`src/common/rv_core_macros.svh`:
```
// Core-wide sizes and the instruction held in the instruction register at reset
// Included by the core package, every RTL module and the testbench
`ifndef RV_CORE_MACROS_SVH
`define RV_CORE_MACROS_SVH

// Data and address width
`define RV_XLEN 32

// Architectural registers, x0 included
`define RV_NUM_REGS 32

// ADDI x0, x0, 0
`define RV_NOP_INSTR 32'h0000_0013

`endif

```
`src/common/rv_isa_pkg.sv`:
```
// RV32I encodings shared by the decoder, the ALU and the core
// Import inside a module body, use scoped names in port lists
package rv_isa_pkg;

   // Major opcodes, instruction bits 6:0
   typedef enum logic [6:0] {
      OPC_LUI    = 7'b0110111,
      OPC_AUIPC  = 7'b0010111,
      OPC_JAL    = 7'b1101111,
      OPC_JALR   = 7'b1100111,
      OPC_BRANCH = 7'b1100011,
      OPC_LOAD   = 7'b0000011,
      OPC_STORE  = 7'b0100011,
      OPC_OP_IMM = 7'b0010011,
      OPC_OP     = 7'b0110011
   } opcode_e;

   // funct3 of OP and OP-IMM
   typedef enum logic [2:0] {
      F3_ADD_SUB = 3'b000, F3_SLL = 3'b001, F3_SLT = 3'b010, F3_SLTU    = 3'b011,
      F3_XOR     = 3'b100, F3_OR  = 3'b110, F3_AND = 3'b111, F3_SRL_SRA = 3'b101
   } op_f3_e;

   // funct3 of conditional branches
   typedef enum logic [2:0] {
      F3_BEQ = 3'b000, F3_BNE  = 3'b001, F3_BLT  = 3'b100,
      F3_BGE = 3'b101, F3_BLTU = 3'b110, F3_BGEU = 3'b111
   } br_f3_e;

   // funct3 of loads and stores, only byte and word here
   typedef enum logic [2:0] {
      F3_B = 3'b000,
      F3_W = 3'b010
   } mem_f3_e;

   // ALU operations
   typedef enum logic [3:0] {
      ALU_ADD, ALU_SUB, ALU_SLL, ALU_SLT, ALU_SLTU, ALU_XOR, ALU_SRL,
      ALU_SRA, ALU_OR, ALU_AND, ALU_PASS_B, ALU_EQ, ALU_NE
   } alu_op_e;

   // Raw register and funct3 fields, 18 bits
   typedef struct packed {
      logic [4:0] rs1;
      logic [4:0] rs2;
      logic [4:0] rd;
      logic [2:0] funct3;
   } dec_fields_t;

endpackage

```
`src/common/rv_core_pkg.sv`:
```
// Datapath selects, flow states and memory port structs of the core
// Used by the core, the decoder and the testbench memory models
`include "rv_core_macros.svh"

package rv_core_pkg;

   // ==========================================================
   // Mux selects
   // ==========================================================

   // ALU port A
   typedef enum logic {
      PORTA_RS1,
      PORTA_PC_EXE
   } porta_sel_e;

   // ALU port B
   typedef enum logic [1:0] {
      PORTB_RS2,
      PORTB_IMM,
      PORTB_SHAMT
   } portb_sel_e;

   // Next fetch address
   typedef enum logic [1:0] {
      PC_PLUS4,
      PC_COND_BRANCH,
      PC_ALU_RES
   } pc_sel_e;

   // Register write-back source
   typedef enum logic [1:0] {
      WB_ALU,
      WB_PC_PLUS4,
      WB_LOAD
   } wb_sel_e;

   // Flow FSM
   typedef enum logic [1:0] {
      PS_RESET,
      PS_CONT,
      PS_BRANCH,
      PS_LOAD_WAIT
   } pstate_e;

   // Decoded control word, 16 bits
   typedef struct packed {
      porta_sel_e          porta_sel;
      portb_sel_e          portb_sel;
      pc_sel_e             pc_sel;
      wb_sel_e             wb_sel;
      rv_isa_pkg::alu_op_e alu_op;
      logic                reg_write;
      logic                mem_read;
      logic                mem_write;
      logic                byte_store;
      logic                illegal;
   } ctrl_t;

   // ==========================================================
   // Memory ports
   // ==========================================================

   typedef struct packed {
      logic [`RV_XLEN-1:0] addr;
   } code_req_t;

   typedef struct packed {
      logic [`RV_XLEN-1:0] rdata;
      logic                ack;
   } code_rsp_t;

   // Nonzero bytesel marks a write
   typedef struct packed {
      logic                req;
      logic [`RV_XLEN-1:0] addr;
      logic [`RV_XLEN-1:0] wdata;
      logic [3:0]          bytesel;
   } data_req_t;

   typedef struct packed {
      logic [`RV_XLEN-1:0] rdata;
      logic                ack;
   } data_rsp_t;

endpackage

```
`src/core/rv_core.sv`:
```
// Two-stage RV32I core, fetch then execute, with separate code and data ports
// Code port returns a word the cycle after the address, ack low stalls;
// data port holds its request until ack, and any stall freezes the core
`include "rv_core_macros.svh"

module rv_core (
   input  logic                   clk,
   input  logic                   rst_n,
   output rv_core_pkg::code_req_t code_req,
   input  rv_core_pkg::code_rsp_t code_rsp,
   output rv_core_pkg::data_req_t data_req,
   input  rv_core_pkg::data_rsp_t data_rsp
);
   import rv_isa_pkg::*;
   import rv_core_pkg::*;

   // Fetch and execute state
   logic [`RV_XLEN-1:0] instr_r;
   logic [`RV_XLEN-1:0] pc_fetch_r;
   logic [`RV_XLEN-1:0] pc_exe_r;
   logic                exe_valid_r;
   pstate_e             pstate_r;
   pstate_e             pstate_next;

   // Decode and datapath
   ctrl_t               ctrl;
   dec_fields_t         fields;
   logic [`RV_XLEN-1:0] imm;
   logic [`RV_XLEN-1:0] rf_porta;
   logic [`RV_XLEN-1:0] rf_portb;
   logic [`RV_XLEN-1:0] alu_porta;
   logic [`RV_XLEN-1:0] alu_portb;
   logic [`RV_XLEN-1:0] alu_res;
   logic [`RV_XLEN-1:0] rd_data;
   logic                alu_cond;
   logic                write_rd;

   // Flow control
   logic [`RV_XLEN-1:0] pc_next;
   logic [`RV_XLEN-1:0] branch_target;
   logic                branch_taken;
   logic                cond_taken;
   logic                exe_mem;
   logic                exe_stall;
   logic                fetch_ok;
   logic                hold_pc;

   // ==========================================================
   // Instruction register
   // ==========================================================
   always_ff @(posedge clk or negedge rst_n) begin
      if (!rst_n) begin
         instr_r     <= `RV_NOP_INSTR;
         pc_exe_r    <= '0;
         exe_valid_r <= 1'b0;
      end else if (!exe_stall) begin
         // Bubble when nothing was accepted from fetch
         exe_valid_r <= fetch_ok;
         if (fetch_ok) begin
            instr_r  <= code_rsp.rdata;
            pc_exe_r <= pc_fetch_r;
         end
      end
   end

   rv_decoder u_decoder (
      .instr  (instr_r),
      .ctrl   (ctrl),
      .fields (fields),
      .imm    (imm)
   );

   // ==========================================================
   // Operands, ALU and write-back
   // ==========================================================
   rv_regfile u_regfile (
      .clk       (clk),
      .rst_n     (rst_n),
      .sel_porta (fields.rs1),
      .sel_portb (fields.rs2),
      .sel_rd    (fields.rd),
      .rd        (rd_data),
      .write_rd  (write_rd),
      .porta     (rf_porta),
      .portb     (rf_portb)
   );

   assign alu_porta = (ctrl.porta_sel == PORTA_PC_EXE) ? pc_exe_r : rf_porta;

   always_comb begin
      case (ctrl.portb_sel)
         PORTB_IMM:   alu_portb = imm;
         PORTB_SHAMT: alu_portb = {{(`RV_XLEN-5){1'b0}}, fields.rs2};
         default:     alu_portb = rf_portb;
      endcase
   end

   rv_alu u_alu (
      .alu_op   (ctrl.alu_op),
      .porta    (alu_porta),
      .portb    (alu_portb),
      .alu_res  (alu_res),
      .alu_cond (alu_cond)
   );

   always_comb begin
      case (ctrl.wb_sel)
         WB_PC_PLUS4: rd_data = pc_exe_r + 4;
         WB_LOAD:     rd_data = data_rsp.rdata;
         default:     rd_data = alu_res;
      endcase
   end

   // A load writes rd in its ack cycle
   assign write_rd = exe_valid_r && ctrl.reg_write && !exe_stall;

   // ==========================================================
   // Data port
   // ==========================================================
   assign exe_mem   = exe_valid_r && (ctrl.mem_read || ctrl.mem_write);
   assign exe_stall = exe_mem && !data_rsp.ack;

   always_comb begin
      data_req.req     = exe_mem;
      data_req.addr    = alu_res;
      // SB replicates the byte, bytesel picks the lane
      data_req.wdata   = ctrl.byte_store ? {4{rf_portb[7:0]}} : rf_portb;
      data_req.bytesel = 4'b0000;
      if (exe_valid_r && ctrl.mem_write) begin
         data_req.bytesel = ctrl.byte_store ? (4'b0001 << alu_res[1:0]) : 4'b1111;
      end
   end

   // ==========================================================
   // Branch resolution and next PC
   // ==========================================================

   // BGE and BGEU take the inverse of SLT and SLTU
   assign cond_taken = alu_cond ^ (fields.funct3 inside {F3_BGE, F3_BGEU});

   always_comb begin
      case (ctrl.pc_sel)
         PC_COND_BRANCH: begin
            branch_taken  = exe_valid_r && cond_taken;
            branch_target = pc_exe_r + imm;
         end
         PC_ALU_RES: begin
            // JALR clears bit 0
            branch_taken  = exe_valid_r;
            branch_target = {alu_res[`RV_XLEN-1:1], 1'b0};
         end
         default: begin
            branch_taken  = 1'b0;
            branch_target = pc_exe_r + imm;
         end
      endcase
   end

   always_comb begin
      if (branch_taken) begin
         pc_next = branch_target;
      end else if (hold_pc) begin
         pc_next = pc_fetch_r;
      end else begin
         pc_next = pc_fetch_r + 4;
      end
   end

   // Memory samples this address on every edge
   assign code_req.addr = pc_next;

   // ==========================================================
   // Flow FSM
   // ==========================================================
   always_comb begin
      fetch_ok    = 1'b0;
      hold_pc     = 1'b1;
      pstate_next = pstate_r;
      case (pstate_r)
         // Present address 0 once before taking any word
         PS_RESET: pstate_next = PS_CONT;
         PS_CONT, PS_LOAD_WAIT: begin
            if (exe_stall) begin
               pstate_next = PS_LOAD_WAIT;
            end else if (branch_taken) begin
               // Word in flight is from the wrong path
               hold_pc     = 1'b0;
               pstate_next = PS_BRANCH;
            end else begin
               fetch_ok    = code_rsp.ack;
               hold_pc     = !code_rsp.ack;
               pstate_next = PS_CONT;
            end
         end
         // Waiting for the target word, execute is empty
         PS_BRANCH: begin
            fetch_ok = code_rsp.ack;
            hold_pc  = !code_rsp.ack;
            if (code_rsp.ack) begin
               pstate_next = PS_CONT;
            end
         end
         default: pstate_next = PS_RESET;
      endcase
   end

   always_ff @(posedge clk or negedge rst_n) begin
      if (!rst_n) begin
         pstate_r   <= PS_RESET;
         pc_fetch_r <= '0;
      end else begin
         pstate_r   <= pstate_next;
         pc_fetch_r <= pc_next;
      end
   end

endmodule

```
`src/core/rv_decoder.sv`:
```
// Combinational RV32I decoder for the execute stage
// Turns the instruction register into the control word, register fields
// and the sign-extended immediate of the instruction format
`include "rv_core_macros.svh"

module rv_decoder (
   input  logic [`RV_XLEN-1:0]     instr,
   output rv_core_pkg::ctrl_t      ctrl,
   output rv_isa_pkg::dec_fields_t fields,
   output logic [`RV_XLEN-1:0]     imm
);
   import rv_isa_pkg::*;
   import rv_core_pkg::*;

   // Control word of a no-op, no side effects
   localparam ctrl_t NOP_CTRL = '{
      porta_sel:  PORTA_RS1,
      portb_sel:  PORTB_RS2,
      pc_sel:     PC_PLUS4,
      wb_sel:     WB_ALU,
      alu_op:     ALU_ADD,
      reg_write:  1'b0,
      mem_read:   1'b0,
      mem_write:  1'b0,
      byte_store: 1'b0,
      illegal:    1'b0
   };

   opcode_e             opcode;
   op_f3_e              op_f3;
   logic                is_op;
   logic                f7_base;
   logic                f7_alt;
   logic                illegal;
   logic [`RV_XLEN-1:0] imm_i;
   logic [`RV_XLEN-1:0] imm_s;
   logic [`RV_XLEN-1:0] imm_b;
   logic [`RV_XLEN-1:0] imm_u;
   logic [`RV_XLEN-1:0] imm_j;

   assign opcode = opcode_e'(instr[6:0]);
   assign op_f3  = op_f3_e'(instr[14:12]);
   assign is_op  = (opcode == OPC_OP);

   // funct7 of zero, or bit 30 alone for SUB and SRA
   assign f7_base = (instr[31:25] == 7'b0000000);
   assign f7_alt  = (instr[31:25] == 7'b0100000);

   assign fields = '{
      rs1:    instr[19:15],
      rs2:    instr[24:20],
      rd:     instr[11:7],
      funct3: instr[14:12]
   };

   // ==========================================================
   // Immediates of each format
   // ==========================================================
   assign imm_i = {{20{instr[31]}}, instr[31:20]};
   assign imm_s = {{20{instr[31]}}, instr[31:25], instr[11:7]};
   assign imm_b = {{19{instr[31]}}, instr[31], instr[7], instr[30:25], instr[11:8], 1'b0};
   assign imm_u = {instr[31:12], 12'b0};
   assign imm_j = {{11{instr[31]}}, instr[31], instr[19:12], instr[20], instr[30:21], 1'b0};

   // ==========================================================
   // Opcode and funct match
   // ==========================================================
   always_comb begin
      ctrl    = NOP_CTRL;
      imm     = imm_i;
      illegal = 1'b0;
      case (opcode)
         OPC_LUI: begin
            ctrl.portb_sel = PORTB_IMM;
            ctrl.alu_op    = ALU_PASS_B;
            ctrl.reg_write = 1'b1;
            imm            = imm_u;
         end
         OPC_AUIPC: begin
            ctrl.porta_sel = PORTA_PC_EXE;
            ctrl.portb_sel = PORTB_IMM;
            ctrl.reg_write = 1'b1;
            imm            = imm_u;
         end
         // Jumps compute the target in the ALU and link PC+4
         OPC_JAL: begin
            ctrl.porta_sel = PORTA_PC_EXE;
            ctrl.portb_sel = PORTB_IMM;
            ctrl.pc_sel    = PC_ALU_RES;
            ctrl.wb_sel    = WB_PC_PLUS4;
            ctrl.reg_write = 1'b1;
            imm            = imm_j;
         end
         OPC_JALR: begin
            ctrl.portb_sel = PORTB_IMM;
            ctrl.pc_sel    = PC_ALU_RES;
            ctrl.wb_sel    = WB_PC_PLUS4;
            ctrl.reg_write = 1'b1;
            illegal        = (instr[14:12] != 3'b000);
         end
         // ALU compares rs1 and rs2, target adder lives in the core
         OPC_BRANCH: begin
            ctrl.pc_sel = PC_COND_BRANCH;
            imm         = imm_b;
            case (br_f3_e'(instr[14:12]))
               F3_BEQ:           ctrl.alu_op = ALU_EQ;
               F3_BNE:           ctrl.alu_op = ALU_NE;
               F3_BLT, F3_BGE:   ctrl.alu_op = ALU_SLT;
               F3_BLTU, F3_BGEU: ctrl.alu_op = ALU_SLTU;
               default:          illegal     = 1'b1;
            endcase
         end
         // LW only
         OPC_LOAD: begin
            ctrl.portb_sel = PORTB_IMM;
            ctrl.mem_read  = 1'b1;
            ctrl.wb_sel    = WB_LOAD;
            ctrl.reg_write = 1'b1;
            illegal        = (instr[14:12] != F3_W);
         end
         // SW and SB
         OPC_STORE: begin
            ctrl.portb_sel  = PORTB_IMM;
            ctrl.mem_write  = 1'b1;
            ctrl.byte_store = (instr[14:12] == F3_B);
            imm             = imm_s;
            illegal         = (instr[14:12] != F3_W) && (instr[14:12] != F3_B);
         end
         OPC_OP_IMM, OPC_OP: begin
            ctrl.reg_write = 1'b1;
            ctrl.portb_sel = is_op ? PORTB_RS2 : PORTB_IMM;
            case (op_f3)
               F3_ADD_SUB: ctrl.alu_op = (is_op && f7_alt) ? ALU_SUB : ALU_ADD;
               F3_SLL:     ctrl.alu_op = ALU_SLL;
               F3_SLT:     ctrl.alu_op = ALU_SLT;
               F3_SLTU:    ctrl.alu_op = ALU_SLTU;
               F3_XOR:     ctrl.alu_op = ALU_XOR;
               F3_SRL_SRA: ctrl.alu_op = f7_alt ? ALU_SRA : ALU_SRL;
               F3_OR:      ctrl.alu_op = ALU_OR;
               F3_AND:     ctrl.alu_op = ALU_AND;
               default:    ctrl.alu_op = ALU_ADD;
            endcase
            // Immediate shifts take shamt from the rs2 field
            if (!is_op && (op_f3 == F3_SLL || op_f3 == F3_SRL_SRA)) begin
               ctrl.portb_sel = PORTB_SHAMT;
            end
            // funct7 matters for OP and for every shift
            if (is_op || op_f3 == F3_SLL || op_f3 == F3_SRL_SRA) begin
               illegal = !(f7_base ||
                           (f7_alt && (op_f3 == F3_SRL_SRA ||
                                       (is_op && op_f3 == F3_ADD_SUB))));
            end
         end
         default: illegal = 1'b1;
      endcase

      // Unknown encodings retire as no-ops
      if (illegal) begin
         ctrl         = NOP_CTRL;
         ctrl.illegal = 1'b1;
      end
   end

endmodule

```
`src/rtl/rv_alu.sv`:
```
// Combinational ALU of the execute stage
// alu_cond carries the compare outcome that conditional branches use
`include "rv_core_macros.svh"

module rv_alu (
   input  rv_isa_pkg::alu_op_e alu_op,
   input  logic [`RV_XLEN-1:0] porta,
   input  logic [`RV_XLEN-1:0] portb,
   output logic [`RV_XLEN-1:0] alu_res,
   output logic                alu_cond
);
   import rv_isa_pkg::*;

   logic       is_eq;
   logic       lt_s;
   logic       lt_u;
   logic [4:0] shamt;

   // Compares shared by SLT and the branches
   assign is_eq = (porta == portb);
   assign lt_s  = ($signed(porta) < $signed(portb));
   assign lt_u  = (porta < portb);

   // Only the low five bits shift
   assign shamt = portb[4:0];

   always_comb begin
      alu_res = '0;
      case (alu_op)
         ALU_ADD:    alu_res = porta + portb;
         ALU_SUB:    alu_res = porta - portb;
         ALU_SLL:    alu_res = porta << shamt;
         ALU_SLT:    alu_res = {{(`RV_XLEN-1){1'b0}}, lt_s};
         ALU_SLTU:   alu_res = {{(`RV_XLEN-1){1'b0}}, lt_u};
         ALU_XOR:    alu_res = porta ^ portb;
         ALU_SRL:    alu_res = porta >> shamt;
         ALU_SRA:    alu_res = $signed(porta) >>> shamt;
         ALU_OR:     alu_res = porta | portb;
         ALU_AND:    alu_res = porta & portb;
         // LUI passes the immediate through
         ALU_PASS_B: alu_res = portb;
         ALU_EQ:     alu_res = {{(`RV_XLEN-1){1'b0}}, is_eq};
         ALU_NE:     alu_res = {{(`RV_XLEN-1){1'b0}}, !is_eq};
         default:    alu_res = '0;
      endcase
   end

   // BGE and BGEU invert the SLT and SLTU outcome in the core
   always_comb begin
      case (alu_op)
         ALU_EQ:   alu_cond = is_eq;
         ALU_NE:   alu_cond = !is_eq;
         ALU_SLT:  alu_cond = lt_s;
         ALU_SLTU: alu_cond = lt_u;
         default:  alu_cond = 1'b0;
      endcase
   end

endmodule

```
`src/rtl/rv_regfile.sv`:
```
// Integer register file, two combinational read ports and one write port
// x0 reads as zero and ignores writes
`include "rv_core_macros.svh"

module rv_regfile (
   input  logic                clk,
   input  logic                rst_n,
   input  logic [4:0]          sel_porta,
   input  logic [4:0]          sel_portb,
   input  logic [4:0]          sel_rd,
   input  logic [`RV_XLEN-1:0] rd,
   input  logic                write_rd,
   output logic [`RV_XLEN-1:0] porta,
   output logic [`RV_XLEN-1:0] portb
);

   // x1 to x31, x0 has no storage
   logic [`RV_XLEN-1:0] regs [1:`RV_NUM_REGS-1];

   always_ff @(posedge clk or negedge rst_n) begin
      if (!rst_n) begin
         for (int i = 1; i < `RV_NUM_REGS; i++) begin
            regs[i] <= '0;
         end
      end else if (write_rd && (sel_rd != 5'd0)) begin
         regs[sel_rd] <= rd;
      end
   end

   // Reads bypass nothing, a write shows up the cycle after
   assign porta = (sel_porta == 5'd0) ? '0 : regs[sel_porta];
   assign portb = (sel_portb == 5'd0) ? '0 : regs[sel_portb];

endmodule

```
`config.mk`:
```
export PLATFORM = sky130hd
export DESIGN_NAME = rv_core
export DESIGN_NICKNAME = d
export VERILOG_FILES = /design/src/common/rv_isa_pkg.sv /design/src/common/rv_core_pkg.sv /design/src/core/rv_core.sv /design/src/core/rv_decoder.sv /design/src/rtl/rv_alu.sv /design/src/rtl/rv_regfile.sv
export VERILOG_INCLUDE_DIRS = /design/src /design/src/common
export SDC_FILE = /design/constraint.sdc
export NUM_CORES = 2
export LEC_CHECK = 0
export ABC_AREA = 1
export BUFFER_PORTS_ARGS = -buffer_cell sky130_fd_sc_hd__buf_2
export CAP_MARGIN = 20
export CORE_UTILIZATION = 31
export CTS_CLUSTER_DIAMETER = 60
export DETAILED_ROUTE_END_ITERATION = 16
export PLACE_DENSITY_LB_ADDON = 0.1
export SYNTH_ARGS = -nofsm -noshare
export SYNTH_HDL_FRONTEND = slang
export SYNTH_SLANG_ARGS = --single-unit
export TNS_END_PERCENT = 100
```
`constraint.sdc`:
```
create_clock -name clk -period 8.85 [get_ports clk]
set_input_delay 0.885 -clock clk [delete_from_list [all_inputs] [get_ports clk]]
set_output_delay 0.885 -clock clk [all_outputs]
set_load 0.01 [all_outputs]
```
==> results.sh <==
export IMPL_status="completed"
export IMPL_root_buffer="clkbuf_16"
export IMPL_combPwrFrac=0.392
export IMPL_gp_congestion=1.07
export IMPL_dieArea_mm2=0.250
export IMPL_area_delta_synth_final_pct=15.0
export IMPL_avgSynthCellArea_um2=6.45
export IMPL_synth_seq_cells=1091
export IMPL_synth_edf_count=0
export IMPL_holdWs_ns=0.0209
export IMPL_antenna_left=0
export IMPL_cp_start_kind="flip-flop"
export IMPL_ys_types=60
export IMPL_netlist_area_mm2=0.0769
export IMPL_start_util=0.312
export IMPL_power_switching_mw=8.93
export IMPL_clkPwrFrac=0.341
export IMPL_cts_tree="built"
export IMPL_worstPathMaxFanout=45
export IMPL_fin_area_mm2=0.0884
export IMPL_worstSetupEndpointType="output port"
export IMPL_drive_gt1_frac=0.0961
export IMPL_period_minus_slack_ns=8.67
export IMPL_hold_violations=0
export IMPL_p_leak_nw=44.1
export IMPL_clkTransAtPathRegs_ns=0.06
export IMPL_antenna_found_initial=51
export IMPL_cts_made_buffers=159
export IMPL_vdd_drop_max_v=0.000198
export IMPL_dp_cells=15000
export IMPL_ys_async_sr_fraction=1.00
export IMPL_finalNetCount=12100
export IMPL_io_pins=169
export IMPL_holdBufCountCts=0
export IMPL_ys_warn_count=0
export IMPL_worstMarginPinSlew_ns=1.27
export IMPL_grt_start_max_net_pins=157
export IMPL_overflow=0
export IMPL_switching_share=0.454
export IMPL_synth_top_flop_cell="dfrtp_1"
export IMPL_synthCells=11900
export IMPL_placed_cell_area_mm2=0.0828
export IMPL_hpwl_mm=356
export IMPL_synth_area_top_cells="dfrtp_1, nand2_1, nand3_1, o21ai_0, a21oi_1"
export IMPL_worst_slack_ns=0.180
export IMPL_seq_power_share=0.267
export IMPL_track_usage=0.416
export IMPL_cts_sinks=1091
export IMPL_max_freq_mhz=115
export IMPL_crit_slowest_cell="dfrtp_4"
export IMPL_cell_internal_pwr_mw=10.7
export IMPL_drc_errors=0
export IMPL_yosysMostFrequentCell="nand2_1"
export IMPL_synth_top_area_frac=0.354
export IMPL_drv_slew=0
export IMPL_num_vias=90900
export IMPL_rows=182
export IMPL_synth_nets=12100
export IMPL_max_stage_delay_ns=0.75
export IMPL_drv_cap=0
export IMPL_maxSlewHeadroom=0.145
export IMPL_required_ns=7.97
export IMPL_crit_arrival_ns=7.79
export IMPL_hold_class="input pin to async pin"
export IMPL_synth_largest_area_cell="dfrtp_1"
export IMPL_core_mm2=0.246
export IMPL_die_x_um=500
export IMPL_drt_iter0_markers=13500
export IMPL_insertion_delay_ns=0.88
export IMPL_fin_worst_skew_ns=0.0953
export IMPL_grt_pass1_wl_mm=722
export IMPL_htree_num_levels=4
export IMPL_vias_per_cell=5.93
export IMPL_ys_top_cells_by_count="nand2_1, nand3_1, dfrtp_1"
export IMPL_power_density_mw_per_mm2=222
export IMPL_routed_wl_mm=534
export IMPL_wl_per_cell_um=34.9
export IMPL_cts_max_path_buffers=3
export IMPL_path_class="flip-flop to output port"
export IMPL_die_h_um=500
export IMPL_fin_cells=15300
export IMPL_ys_seq_area_frac=0.355
export IMPL_first_pass_iters=7
export IMPL_place_ws_ns=0.695
export IMPL_setup_violations=0
export IMPL_min_period_over_period=0.980
export IMPL_grt_pass1_vias=84600
export IMPL_port_buffers=168
[cells in the final DEF, fill, tap and decap left out, types with 20 or more instances in the layout]
cell type / Yosys / final
clkbuf_1: 381 / 43
nor2_1: 702 / 690
inv_2: 37 / 37
o22ai_1: 32 / 32
inv_1: 806 / 782
ha_1: 136 / 133
o21ai_0: 762 / 743
buf_12: 0 / 59
clkinv_2: 0 / 37
o211ai_1: 265 / 265
o221ai_1: 43 / 43
xor2_1: 51 / 51
nand2_2: 9 / 24
nand4_1: 74 / 74
o21ai_1: 145 / 151
nor3_4: 11 / 27
buf_4: 44 / 444
dfrtp_1: 1088 / 1078
a21oi_1: 648 / 642
nand2_1: 4084 / 4066
buf_2: 358 / 167
clkbuf_16: 0 / 160
nor3_1: 52 / 49
clkbuf_8: 0 / 20
nand3_1: 1848 / 1844
[registers in the layout (all words and copies together) (netlist names)]
signal,count
exe_valid_r,1
instr_r,32
pstate_r,2
pc_fetch_r,32
u_regfile.regs,992
pc_exe_r,32
[cells by family (layout without fill, tap and decap cells)]
kind of cell               after synthesis  in the layout  synth area share
and+or+nand+nor                       6875           6875             0.376
AOI/OAI and AO/OA                     2005           2005             0.146
buffers and inverters                 1744           1814            0.0935
DFF                                   1091           1091             0.355
adders and majority gates              139            139            0.0229
xor gates and xnor gates                58             58           0.00661
other                                    0             18                 0
[critical path: cells and delay by family, from the launching register on]
kind | cells | cell delay [ns]
AND/OR/NAND/NOR | 18 | 3.46
buffers and inverters | 8 | 1.68
flip-flops | 1 | 0.75
AO/OA/AOI/OAI | 4 | 0.63
adder cells (fa/ha/maj) | 1 | 0.24
[layout make-up]
class                      instances  area (um^2)
clock buffer                     223         4440
antenna                           18         45.0
inverter                         851         3260
clock inverter                    67          936
tap                             3312         4140
timing repair buffer             673         5400
sequential                      1091        27300
multi-input combinational       9077        42800
fill                           26600       158000
[final timing paths]
kind,startpoint,endpoint,slack [ns],depth (start not counted)
worst min register to register,u_regfile.regs[273]$_DFFE_PN0P_,u_regfile.regs[273]$_DFFE_PN0P_,0.48,2
max in group asynchronous,rst_n,instr_r[24]$_DFFE_PN0P_,6.72,3
worst max-delay path,instr_r[20]$_DFFE_PN0P_,code_req[4],0.18,31
worst max register to register,instr_r[20]$_DFFE_PN0P_,pc_exe_r[24]$_DFFE_PN0P_,1.43,33
min in group clk,code_rsp[25],instr_r[24]$_DFFE_PN0P_,0.26,3
worst min-delay path,rst_n,u_regfile.regs[795]$_DFFE_PN0P_,0.02,1
[stage by stage]
stage                     utilization  power [mW]  TNS (ns)
after CTS                       0.358        19.4         0
final                           0.359        19.7         0
after global routing            0.359        20.1   -0.0529
after global placement          0.336        12.8         0
after detailed placement        0.336        12.7         0
after floorplan                     -        9.08         0
[power by group through the flow]
stage               Combinational, mW  Sequential [mW]  Clock (mW)
floorplan                        3.85             5.23           0
global placement                 7.46             5.34           0
detailed placement               7.38             5.34           0
CTS                              7.41             5.25        6.75
global route                     7.94             5.26        6.95
finish                           7.70             5.26        6.70
[what timing repair did]
action | in CTS | in global routing
buffers inserted | 0 | 3
resized for setup | 7 | 35
pin swaps | 0 | 2
setup endpoints to repair | 34 | 48
endpoints found under the hold margin | 0 | 0
[routing by layer]
layer  vias up  track usage  wire length [um]  share of wire
li1      39000            -                 -              -
met1     44600        0.535            210000           0.39
met2      5843        0.614            224000           0.42
met3      1434       0.0909             53800           0.10
met4        26        0.298             45800          0.086
met5         -            0               205        0.00038
Note: power is estimated with default switching activity, not from simulation.
